--- src/prefetch_pkg.sv ---
////////////////////////////////////////////////////////////////////////////
// Shared widths, depth constants and types for the instruction prefetch
// unit. Every RTL module and the interface pull these in through a
// wildcard import in their headers.
////////////////////////////////////////////////////////////////////////////

package prefetch_pkg;

  //////////////////////////////////////////////////////////////////////////
  // Depth and width constants
  //////////////////////////////////////////////////////////////////////////

  // Buffer depth, also the cap on outstanding plus buffered words
  localparam int FIFO_DEPTH = 4;

  // Counters must be able to hold FIFO_DEPTH itself
  localparam int CNT_W = $clog2(FIFO_DEPTH) + 1;

  // Buffer pointer width, wraps naturally for a power-of-two depth
  localparam int PTR_W = $clog2(FIFO_DEPTH);

  // Byte step between sequential word fetches
  localparam int WORD_BYTES = 4;

  //////////////////////////////////////////////////////////////////////////
  // Vector types
  //////////////////////////////////////////////////////////////////////////

  // Instruction byte address
  typedef logic [31:0] addr_t;

  // Fetched instruction word
  typedef logic [31:0] instr_t;

  // Outstanding count, flush count and buffer occupancy
  typedef logic [CNT_W-1:0] cnt_t;

  // Buffer read and write pointers
  typedef logic [PTR_W-1:0] ptr_t;

  // Address generator states
  typedef enum logic {IDLE, BRANCH_WAIT} pf_state_e;

endpackage

--- src/fifo_ctrl_if.sv ---
////////////////////////////////////////////////////////////////////////////
// Control and status bundle between the transaction tracker and the
// fetch FIFO. The tracker owns push, pop and flush through modport ctrl.
// The FIFO reports occupancy and empty through modport buffer.
////////////////////////////////////////////////////////////////////////////

`timescale 1ns/1ps

interface fifo_ctrl_if import prefetch_pkg::*; ();

  // Write one response word into the buffer
  logic push;
  // Drop the head word after the fetch stage took it
  logic pop;
  // Empty the buffer, used on a taken branch
  logic flush;
  // Number of words held
  cnt_t count;
  logic empty;

  // Tracker side
  modport ctrl (
    output push, pop, flush,
    input  count, empty
  );

  // Buffer side
  modport buffer (
    input  push, pop, flush,
    output count, empty
  );

endinterface

--- src/pf_addr_gen.sv ---
////////////////////////////////////////////////////////////////////////////
// Address generation stage. Presents the next fetch address: the aligned
// branch target on a branch, else the last issued address plus one word.
// A target that is not accepted at once is replayed until it is.
////////////////////////////////////////////////////////////////////////////

`timescale 1ns/1ps

module pf_addr_gen import prefetch_pkg::*; (
  input  logic  clk,
  input  logic  rst_n,
  input  logic  branch_i,
  input  addr_t branch_addr_i,
  input  logic  trans_fire_i,
  output addr_t trans_addr_o
);

  pf_state_e state_q, state_d;

  // Last presented address that was a branch target or got accepted
  addr_t addr_q;
  addr_t addr_incr;
  addr_t branch_aligned;

  // Word fetches only, low bits of the target are dropped
  assign branch_aligned = {branch_addr_i[31:2], 2'b00};

  // Register is always word aligned, so a plain add is enough
  assign addr_incr = addr_q + addr_t'(WORD_BYTES);

  //////////////////////////////////////////////////////////////////////////
  // Next address and branch-wait FSM
  //////////////////////////////////////////////////////////////////////////

  always_comb begin
    state_d      = state_q;
    trans_addr_o = addr_incr;
    unique case (state_q)
      IDLE: begin
        if (branch_i) begin
          trans_addr_o = branch_aligned;
          // Target not taken this cycle, hold it for replay
          if (!trans_fire_i) begin
            state_d = BRANCH_WAIT;
          end
        end
      end
      BRANCH_WAIT: begin
        // Replay the pending target, a newer branch overrides it
        trans_addr_o = branch_i ? branch_aligned : addr_q;
        if (trans_fire_i) begin
          state_d = IDLE;
        end
      end
      default: begin
        state_d = IDLE;
      end
    endcase
  end

  always_ff @(posedge clk or negedge rst_n) begin
    if (!rst_n) begin
      state_q <= IDLE;
      addr_q  <= '0;
    end else begin
      state_q <= state_d;
      // Capture the target on a branch and every accepted address
      if (branch_i || trans_fire_i) begin
        addr_q <= trans_addr_o;
      end
    end
  end

endmodule

--- src/pf_fetch_fifo.sv ---
////////////////////////////////////////////////////////////////////////////
// Buffering stage. Circular buffer of FIFO_DEPTH response words with an
// occupancy count. When empty, the live response word is forwarded to
// the fetch output so a ready fetch stage sees it in the same cycle.
////////////////////////////////////////////////////////////////////////////

`timescale 1ns/1ps

module pf_fetch_fifo import prefetch_pkg::*; (
  input  logic        clk,
  input  logic        rst_n,
  input  instr_t      resp_rdata_i,
  output instr_t      fetch_rdata_o,
  fifo_ctrl_if.buffer fifo
);

  // Word storage
  instr_t mem_q [FIFO_DEPTH];

  ptr_t rd_ptr_q;
  ptr_t wr_ptr_q;
  cnt_t count_q;
  cnt_t count_d;

  logic push_en;
  logic pop_en;

  // Flush takes priority over any other operation that cycle
  assign push_en = fifo.push && !fifo.flush;
  assign pop_en  = fifo.pop && !fifo.flush && (count_q != '0);

  assign fifo.count = count_q;
  assign fifo.empty = (count_q == '0);

  // Head word when something is buffered, bypass otherwise
  assign fetch_rdata_o = fifo.empty ? resp_rdata_i : mem_q[rd_ptr_q];

  //////////////////////////////////////////////////////////////////////////
  // Occupancy
  //////////////////////////////////////////////////////////////////////////

  always_comb begin
    unique case ({push_en, pop_en})
      2'b10:   count_d = count_q + 1'b1;
      2'b01:   count_d = count_q - 1'b1;
      default: count_d = count_q;
    endcase
  end

  //////////////////////////////////////////////////////////////////////////
  // Pointers and count
  //////////////////////////////////////////////////////////////////////////

  always_ff @(posedge clk or negedge rst_n) begin
    if (!rst_n) begin
      rd_ptr_q <= '0;
      wr_ptr_q <= '0;
      count_q  <= '0;
    end else if (fifo.flush) begin
      rd_ptr_q <= '0;
      wr_ptr_q <= '0;
      count_q  <= '0;
    end else begin
      count_q <= count_d;
      if (push_en) begin
        wr_ptr_q <= wr_ptr_q + 1'b1;
      end
      if (pop_en) begin
        rd_ptr_q <= rd_ptr_q + 1'b1;
      end
    end
  end

  // Storage write, the word shows at the head one cycle later
  always_ff @(posedge clk) begin
    if (push_en) begin
      mem_q[wr_ptr_q] <= resp_rdata_i;
    end
  end

endmodule

--- src/pf_txn_tracker.sv ---
////////////////////////////////////////////////////////////////////////////
// Transaction tracking stage. Throttles requests so outstanding plus
// buffered words stay within FIFO_DEPTH, counts responses still due,
// discards those belonging to a stream cut off by a branch and steers
// the remaining ones into the fetch FIFO or straight to the fetch stage.
////////////////////////////////////////////////////////////////////////////

`timescale 1ns/1ps

module pf_txn_tracker import prefetch_pkg::*; (
  input  logic             clk,
  input  logic             rst_n,
  input  logic             req_i,
  input  logic             branch_i,
  input  logic             trans_ready_i,
  input  logic             resp_valid_i,
  input  logic             fetch_ready_i,
  output logic             trans_valid_o,
  output logic             trans_fire_o,
  output logic             fetch_valid_o,
  output logic             busy_o,
  fifo_ctrl_if.ctrl        fifo
);

  // Outstanding transactions
  cnt_t cnt_q, cnt_d;
  // Responses still to be thrown away after a branch
  cnt_t flush_cnt_q, flush_cnt_d;

  cnt_t             fifo_cnt_masked;
  logic [CNT_W:0]   occ_sum;
  logic             fifo_valid;
  logic             drop_resp;

  //////////////////////////////////////////////////////////////////////////
  // Request gating
  //////////////////////////////////////////////////////////////////////////

  // A branch flushes the buffer, so its words do not count this cycle
  assign fifo_cnt_masked = branch_i ? '0 : fifo.count;
  // One extra bit keeps the sum from wrapping
  assign occ_sum         = {1'b0, fifo_cnt_masked} + {1'b0, cnt_q};

  assign trans_valid_o = req_i && (occ_sum < FIFO_DEPTH);
  assign trans_fire_o  = trans_valid_o && trans_ready_i;

  // Work in flight or about to be issued
  assign busy_o = (cnt_q != '0) || trans_valid_o;

  //////////////////////////////////////////////////////////////////////////
  // Response steering
  //////////////////////////////////////////////////////////////////////////

  assign fifo_valid = !fifo.empty;
  assign drop_resp  = branch_i || (flush_cnt_q != '0);

  // Buffered word first, else a live response through the bypass
  assign fetch_valid_o = (fifo_valid || resp_valid_i) && !drop_resp;

  assign fifo.flush = branch_i;
  assign fifo.pop   = fifo_valid && fetch_ready_i;
  // Buffer the response unless it goes straight out to a ready fetch stage
  assign fifo.push  = resp_valid_i && !drop_resp && (fifo_valid || !fetch_ready_i);

  //////////////////////////////////////////////////////////////////////////
  // Counters
  //////////////////////////////////////////////////////////////////////////

  always_comb begin
    unique case ({trans_fire_o, resp_valid_i})
      2'b10:   cnt_d = cnt_q + 1'b1;
      2'b01:   cnt_d = cnt_q - 1'b1;
      default: cnt_d = cnt_q;
    endcase
  end

  always_comb begin
    flush_cnt_d = flush_cnt_q;
    if (branch_i) begin
      // Everything still outstanding belongs to the old stream
      flush_cnt_d = cnt_q;
      if (resp_valid_i && (cnt_q != '0)) begin
        flush_cnt_d = cnt_q - 1'b1;
      end
    end else if (resp_valid_i && (flush_cnt_q != '0)) begin
      flush_cnt_d = flush_cnt_q - 1'b1;
    end
  end

  always_ff @(posedge clk or negedge rst_n) begin
    if (!rst_n) begin
      cnt_q       <= '0;
      flush_cnt_q <= '0;
    end else begin
      cnt_q       <= cnt_d;
      flush_cnt_q <= flush_cnt_d;
    end
  end

endmodule

--- src/prefetch_top.sv ---
////////////////////////////////////////////////////////////////////////////
// Instruction prefetch unit top level. Chains address generation,
// transaction tracking and the fetch FIFO, and exposes the request,
// response and fetch channels as plain ports.
////////////////////////////////////////////////////////////////////////////

`timescale 1ns/1ps

module prefetch_top import prefetch_pkg::*; (
  input  logic   clk,
  input  logic   rst_n,
  // Fetch stage control
  input  logic   req_i,
  input  logic   branch_i,
  input  addr_t  branch_addr_i,
  output logic   busy_o,
  // Request channel
  output logic   trans_valid_o,
  input  logic   trans_ready_i,
  output addr_t  trans_addr_o,
  // Response channel, always accepted
  input  logic   resp_valid_i,
  input  instr_t resp_rdata_i,
  // Fetch channel
  output logic   fetch_valid_o,
  input  logic   fetch_ready_i,
  output instr_t fetch_rdata_o
);

  // Accepted request, advances the address
  logic trans_fire;

  fifo_ctrl_if fifo_ctrl ();

  pf_addr_gen u_addr_gen (
    .clk           (clk),
    .rst_n         (rst_n),
    .branch_i      (branch_i),
    .branch_addr_i (branch_addr_i),
    .trans_fire_i  (trans_fire),
    .trans_addr_o  (trans_addr_o)
  );

  pf_txn_tracker u_txn_tracker (
    .clk           (clk),
    .rst_n         (rst_n),
    .req_i         (req_i),
    .branch_i      (branch_i),
    .trans_ready_i (trans_ready_i),
    .resp_valid_i  (resp_valid_i),
    .fetch_ready_i (fetch_ready_i),
    .trans_valid_o (trans_valid_o),
    .trans_fire_o  (trans_fire),
    .fetch_valid_o (fetch_valid_o),
    .busy_o        (busy_o),
    .fifo          (fifo_ctrl.ctrl)
  );

  pf_fetch_fifo u_fetch_fifo (
    .clk           (clk),
    .rst_n         (rst_n),
    .resp_rdata_i  (resp_rdata_i),
    .fetch_rdata_o (fetch_rdata_o),
    .fifo          (fifo_ctrl.buffer)
  );

endmodule

--- config.mk ---
export PLATFORM = sky130hd
export DESIGN_NAME = prefetch_top
export DESIGN_NICKNAME = d
export VERILOG_FILES = /design/src/prefetch_pkg.sv /design/src/fifo_ctrl_if.sv /design/src/pf_addr_gen.sv /design/src/pf_fetch_fifo.sv /design/src/pf_txn_tracker.sv /design/src/prefetch_top.sv
export SDC_FILE = /design/constraint.sdc
export NUM_CORES = 1
export LEC_CHECK = 0
export BUFFER_PORTS_ARGS = -buffer_cell sky130_fd_sc_hd__buf_2
export CAP_MARGIN = 30
export CORE_MARGIN = 3
export CORE_UTILIZATION = 57
export DETAILED_ROUTE_END_ITERATION = 6
export GPL_TIMING_DRIVEN = 0
export PLACE_DENSITY = 0.76
export RECOVER_POWER = 100
export SYNTH_ARGS = -nofsm -noshare
export SYNTH_HDL_FRONTEND = slang
export SYNTH_SLANG_ARGS = --single-unit
--- constraint.sdc ---
create_clock -name clk -period 2.7 [get_ports clk]
set_clock_uncertainty 0.1 [all_clocks]
set_input_delay 0.405 -clock clk [delete_from_list [all_inputs] [get_ports clk]]
set_output_delay 0.405 -clock clk [all_outputs]
set_load 0.02 [all_outputs]
* After elaboration in Yosys (flattened, before gate mapping)
Memories as Yosys holds them, arrays and structs flattened.
Cells that the tools add are included.
** Storage, ports and cells
- Memories :: 1
- Register bits :: 46
- Logic and storage cells :: 72
- Output and inout bits :: 67
- Memory bits (writable) :: 128
- Input port bits :: 71
** Cells by class
- Multiplexer cells :: 20
- Add/sub/neg operators :: 9
- $lt $le $gt $ge :: 1
- Reductions and logical operators :: 29
- Bitwise logic cells :: 1
- Eq/ne operators :: 4
** Memory list
- u_fetch_fifo.mem_q :: depth 4, bits a word 32, rd ports 1, clocked after memory_dff 0, write ports 1, line pf_fetch_fifo.sv:18 : instr_t mem_q [FIFO_DEPTH];
** Operators with widths (number)
- $mux 32 :: 3
- $pmux 32 s2 :: 1
- $add 32x3->32 const B :: 1
- $mux 3 :: 5
- $pmux 3 s2 :: 2
- $reduce_bool 3->1 :: 4
- $logic_and 1x1->1 :: 11
- $sub 3x1->3 const B :: 3
- $mux 2 :: 4
- $reduce_bool 2->1 :: 4
- $add 3x1->3 const B :: 2
- $logic_or 1x1->1 :: 5
- $add 2x1->2 const B :: 2
- $add 3x3->4 :: 1
- $eq 2x1->1 const B :: 2
- $eq 2x2->1 const B :: 2
- $logic_not 1->1 :: 4
- $lt 4x3->1 const B :: 1
- $mux 1 :: 4
- $logic_not 3->1 :: 1
- $pmux 1 s2 :: 1
- $not 1->1 :: 1

* Logic depth before layout (Yosys ltp)
- Depth in word-level cells :: 9
- Gate-level depth with buffers :: 14

* Modules after synthesis
A second synthesis with hierarchy kept.
** Unflattened totals
- Cell total of the unflattened synthesis :: 649
- Area, all modules :: 8841.0 um^2
** Modules (own cells, without submodules)
- pf_fetch_fifo :: area each 5509.0 um^2, cells an instance 255, times used 1
- pf_addr_gen :: area each 2803.9 um^2, cells an instance 336, times used 1
- pf_txn_tracker :: area each 528.0 um^2, cells an instance 58, times used 1

* Worst setup path before layout
No wires, ideal clock.
- Kind :: input to register
- Start point :: input branch_i
- End point :: register u_txn_tracker.cnt_q[2]
- Data required time :: 2521 ps
- Arrival :: 2956 ps
- Slack :: -436 ps
- Library setup time :: 79 ps
- Stages :: 13
- Path through :: clkbuf_1 -> clkbuf_1 -> buf_1 -> nor2b_1 -> ha_1 -> nor4b_2 -> and3_1 -> buf_2 -> inv_1 -> buf_2 -> ha_1 -> nor2_1 -> xor2_1
** Between the ends
- Longest elaborated chain between the ends :: 7
- Elaborated cells between the ends (all ways) :: 9
** RTL lines
- start: declaration :: line prefetch_top.sv:14 : input logic branch_i,
- $mux 3 (*) :: line pf_txn_tracker.sv:40 : assign fifo_cnt_masked = branch_i ? '0 : fifo.count;
- $add 3x3->4 (*) :: line pf_txn_tracker.sv:42 : assign occ_sum = {1'b0, fifo_cnt_masked} + {1'b0, cnt_q};
- $lt 4x3->1 (*) :: line pf_txn_tracker.sv:44 : assign trans_valid_o = req_i && (occ_sum < FIFO_DEPTH);
- $logic_and 1x1->1 (*) :: line pf_txn_tracker.sv:44
- $logic_and 1x1->1 (*) :: line pf_txn_tracker.sv:45 : assign trans_fire_o = trans_valid_o && trans_ready_i;
- $eq 2x1->1 / $eq 2x2->1 (equally long branches) :: line pf_txn_tracker.sv:70 : unique case ({trans_fire_o, resp_valid_i})
- $pmux 3 s2 / $reduce_bool 2->1 (equally long branches)
- end signal: assignment :: line pf_txn_tracker.sv:95 : cnt_q <= cnt_d;
- end: declaration :: line pf_txn_tracker.sv:26 : cnt_t cnt_q, cnt_d;
Mark *: on every way between the ends. The rest lies on a longest branch, timed or not.
A chain may end at the register's enable or synchronous reset.

* Worst setup path after layout
- Start point :: register u_addr_gen.addr_q[3]
- End point :: output trans_addr_o[30]
** Between the ends
- Longest elaborated chain between the ends :: 3
** RTL lines
- start: declaration :: line pf_addr_gen.sv:21 : addr_t addr_q;
- start signal: assignment :: line pf_addr_gen.sv:69 : addr_q <= trans_addr_o;
- $add 32x3->32 :: line pf_addr_gen.sv:29 : assign addr_incr = addr_q + addr_t'(WORD_BYTES);
- $mux 32 :: line pf_addr_gen.sv:40 : if (branch_i) begin
- $pmux 32 s2 :: line pf_addr_gen.sv:38 : unique case (state_q)
- end: declaration :: line prefetch_top.sv:20 : output addr_t trans_addr_o,
No other way between the ends.

==> impl_results.md <==
- Status: complete, but fails checks
- Failing checks: setup timing
- Final setup TNS: -1.24 ns
- Final WS setup: -0.0446 ns
- CP endpoint kind: output pin
- R2R cell count: 5
- Initial antenna violation count: 0
- M1 WL: 8.35 mm
- CTS tree: done
- Detail Placement HPWL: 13.3 mm
- R2R Path Start: u_txn_tracker.flush_cnt_q[0]
- Drt pass-1 iters: 6
- Cell internal pwr: 4.99 mW
- Switching part of the total power: 0.330
- Top FF cell, synth: edfxtp_1
- DR WL met2: 10.3 mm
- DRC violations left: 0
- H-tree levels: 4
- Area Growth Syn to Fin: 21.9%
- Fmax: 364 MHz
- Flop2flop setup slack: -0.02 ns
- Gr ovfl total: 0
- Max Used Layer: met4
- PD cells: 725 nW/um2
- Vias in the first global route: 6224
- YS warnings: 0
- Post-synth EDFFs: 128
- Register bit total from synthesis: 174
- P_sw: 2.46 mW
- Number of DRC markers in iteration 0: 554
- Crit start category: flop
- Tot GR Track Use: 0.254
- CTS buffer count: 17
- Fin crit share: 1.02
- Mapped Nets: 762
- P_leak: 4.00 nW
- Worst r2r dst: u_fetch_fifo.mem_q[2][9]
- Ant. Diodes: 0
- Syn_area_per_cell: 12.5 um2
- Vias per Instance: 6.07
- HP Class: in2reg
- Total length of routed wires: 20.4 mm
- Logic pwr share: 0.255
- Sequential fraction of the synthesis area: 0.592
- Most common cell after layout, fill and taps aside: edfxtp_1
- CP startpoint: u_addr_gen.addr_q[3]
- Met3 wire length: 1.31 mm
- First-pass GRT wire length: 32.0 mm
- Critical path arrival: 2.24 ns
- CTS max path bufs: 2
- Worst slew pin tran: 0.940 ns
- Commonest non-fill, non-tap cells in the layout: edfxtp_1 (128), nand2_1 (126), clkbuf_1 (54), nor2_1 (50), buf_2 (45)
- Crit path to: trans_addr_o[30]
- Final setup fails: 99
- Clock tree sinks: 174
- Slew HR: 0.373
- Unrepaired setup endpoints after global routing: yes
- Row cnt: 43
- IO Pins: 138
- Antenna Nets Post-Route: 0
- Cells after synthesis: 677
- Die Ht: 128 um
- Via count: 6283
- Tmin final: 2.74 ns
- Fraction of layout cells with a size suffix above 1: 0.294
- Worst EP required: 2.19 ns
- Ys async rst share: 0.264
- Die Area: 16300 um2
- Synth Cell Area: 8440 um2
- Slew Limit Fails: 0
- Cell variety after synth: 62
- CP max FO: 6
- Crit Path Class: reg2out
- Core ar.: 14200 um2
- Peak supply drop: 0.511 mV
- Root Buffer: clkbuf_16
- Seq pwr share: 0.428
- Final #Nets: 927
- Fin. Hold Viols: 0
- Overall power: 7.45 mW
- Port bufs: 134
- Routability Congestion: 0.933
- Overall die width: 128 um
- Skew-Pair Late Insertion Delay: 0.44 ns
- Clock power share: 0.317
- Max Cap Viol: 0
- Initial Utilization: 0.594
- Largest net degree at the start of global routing: 33
- Per-cell routed wire length: 19.7 um
- Clock Pin Slew Worst Setup and Hold Paths: 0.07 ns
cell families after synthesis:
logic type | count (synthesis) | synth area share
AND/OR/NAND/NOR | 276 | 0.156
flip-flops | 174 | 0.592
AO/OA/AOI/OAI | 84 | 0.0687
multiplexers | 63 | 0.123
buffers and inverters | 55 | 0.0273
adder cells (fa/ha/maj) | 14 | 0.0216
XOR/XNOR | 11 | 0.0114
through the flow:
stage | cells | hold WS, ns | area (um2) | setup WS [ns] | util
final | 1035 | 0.101 | 10300 | -0.0446 | 0.724
after global routing | 1035 | 0.0926 | 10300 | -0.187 | 0.724
after CTS | 1032 | 0.0836 | 10200 | -0.0840 | 0.721
after detailed placement | 992 | 0.252 | 9420 | -0.815 | 0.663
after global placement | 991 | 0.379 | 9390 | -0.722 | 0.661
after floorplan | 677 | 0.00941 | 8490 | 0.0103 | -
what timing repair did:
item / in CTS / in global routing
gates resized for setup: 58 / 48
hold buffers: 1 / 0
setup buffers: 12 / 6
endpoints found under the hold margin: 14 / 0
cloned: 0 / 0
endpoints found under the setup margin: 72 / 153
pin swaps: 11 / 15
worst max-delay path, stage by stage (launching register included):
cell and delay (ns):
dfrtp_1 0.37, ha_2 0.19, and4bb_4 0.26, nand4_4 0.11
or2_4 0.30, nand2b_4 0.15, mux2i_1 0.21, buf_2 0.21
state kept, by name, summed over array words and instances (netlist names):
name,flops
u_addr_gen.addr_q,32
u_addr_gen.state_q,1
u_fetch_fifo.fifo.count,3
u_fetch_fifo.mem_q,128
u_fetch_fifo.rd_ptr_q,2
u_fetch_fifo.wr_ptr_q,2
u_txn_tracker.cnt_q,3
u_txn_tracker.flush_cnt_q,3
how the worst min path moves through the flow:
stage	slack [ns]	start	depth (start not counted)	end
3_3_place_gp	0.38	u_addr_gen.addr_q[0]	1	u_addr_gen.addr_q[0]
2_1_floorplan	0.009	rst_n	0	u_addr_gen.addr_q[0]
3_5_place_dp	0.25	rst_n	1	u_addr_gen.addr_q[11]
4_1_cts	0.08	resp_rdata_i[22]	1	u_fetch_fifo.mem_q[2][22]
6_report	0.10	branch_addr_i[15]	2	u_addr_gen.addr_q[15]
5_1_grt	0.09	branch_addr_i[15]	2	u_addr_gen.addr_q[15]
layer usage:
| layer | up-vias | track usage |
|---|---|---|
| li1 | 2845 | - |
| met1 | 3108 | 0.338 |
| met2 | 288 | 0.421 |
| met3 | 42 | 0.0479 |
| met4 | 0 | 0.0943 |
| met5 | - | 0 |
power groups by stage:
stage / Clock, mW / Combinational, mW / Sequential [mW]
final: 2.36 / 1.90 / 3.19
after CTS: 2.39 / 1.87 / 3.18
after global routing: 2.51 / 2.07 / 3.21
after detailed placement: 0 / 1.81 / 3.22
after floorplan: 0 / 1.25 / 3.17
after global placement: 0 / 1.75 / 3.21
synthesized netlist by cell type, types with 3 or more instances:
cell type	instances	area share
mux4_2	32	0.085
nand2_1	126	0.056
a21oi_1	10	0.0059
nor2b_1	7	0.0052
nor2_1	56	0.025
edfxtp_1	128	0.46
inv_1	15	0.0067
xnor2_1	6	0.0062
buf_2	8	0.0047
a21boi_0	3	0.0027
o21ai_0	15	0.0089
mux2_2	7	0.0093
nand2b_1	4	0.0030
o21bai_1	16	0.014
a211oi_1	20	0.018
nand4_1	6	0.0044
and4_1	7	0.0073
and3_1	11	0.0082
or2_2	3	0.0022
and2_1	8	0.0059
mux2i_1	24	0.028
buf_1	6	0.0027
clkbuf_1	21	0.0093
nand3_1	14	0.0083
o211ai_1	3	0.0027
ha_1	13	0.019
a221oi_1	4	0.0042
nor3_1	15	0.0089
xor2_1	5	0.0052
dfrtp_1	46	0.14
final cells by class:
| cell class | count | area [um2] |
|---|---|---|
| fillers | 960 | 3920 |
| well taps | 180 | 225 |
| flip-flops and latches | 174 | 5000 |
| repair buffers | 154 | 801 |
| inverters | 16 | 60.1 |
| clock buffers | 18 | 429 |
| plain buffers | 31 | 220 |
| multi-input cells | 448 | 3400 |
| clock inverters | 14 | 148 |
Power figures use the tool's default switching activity.
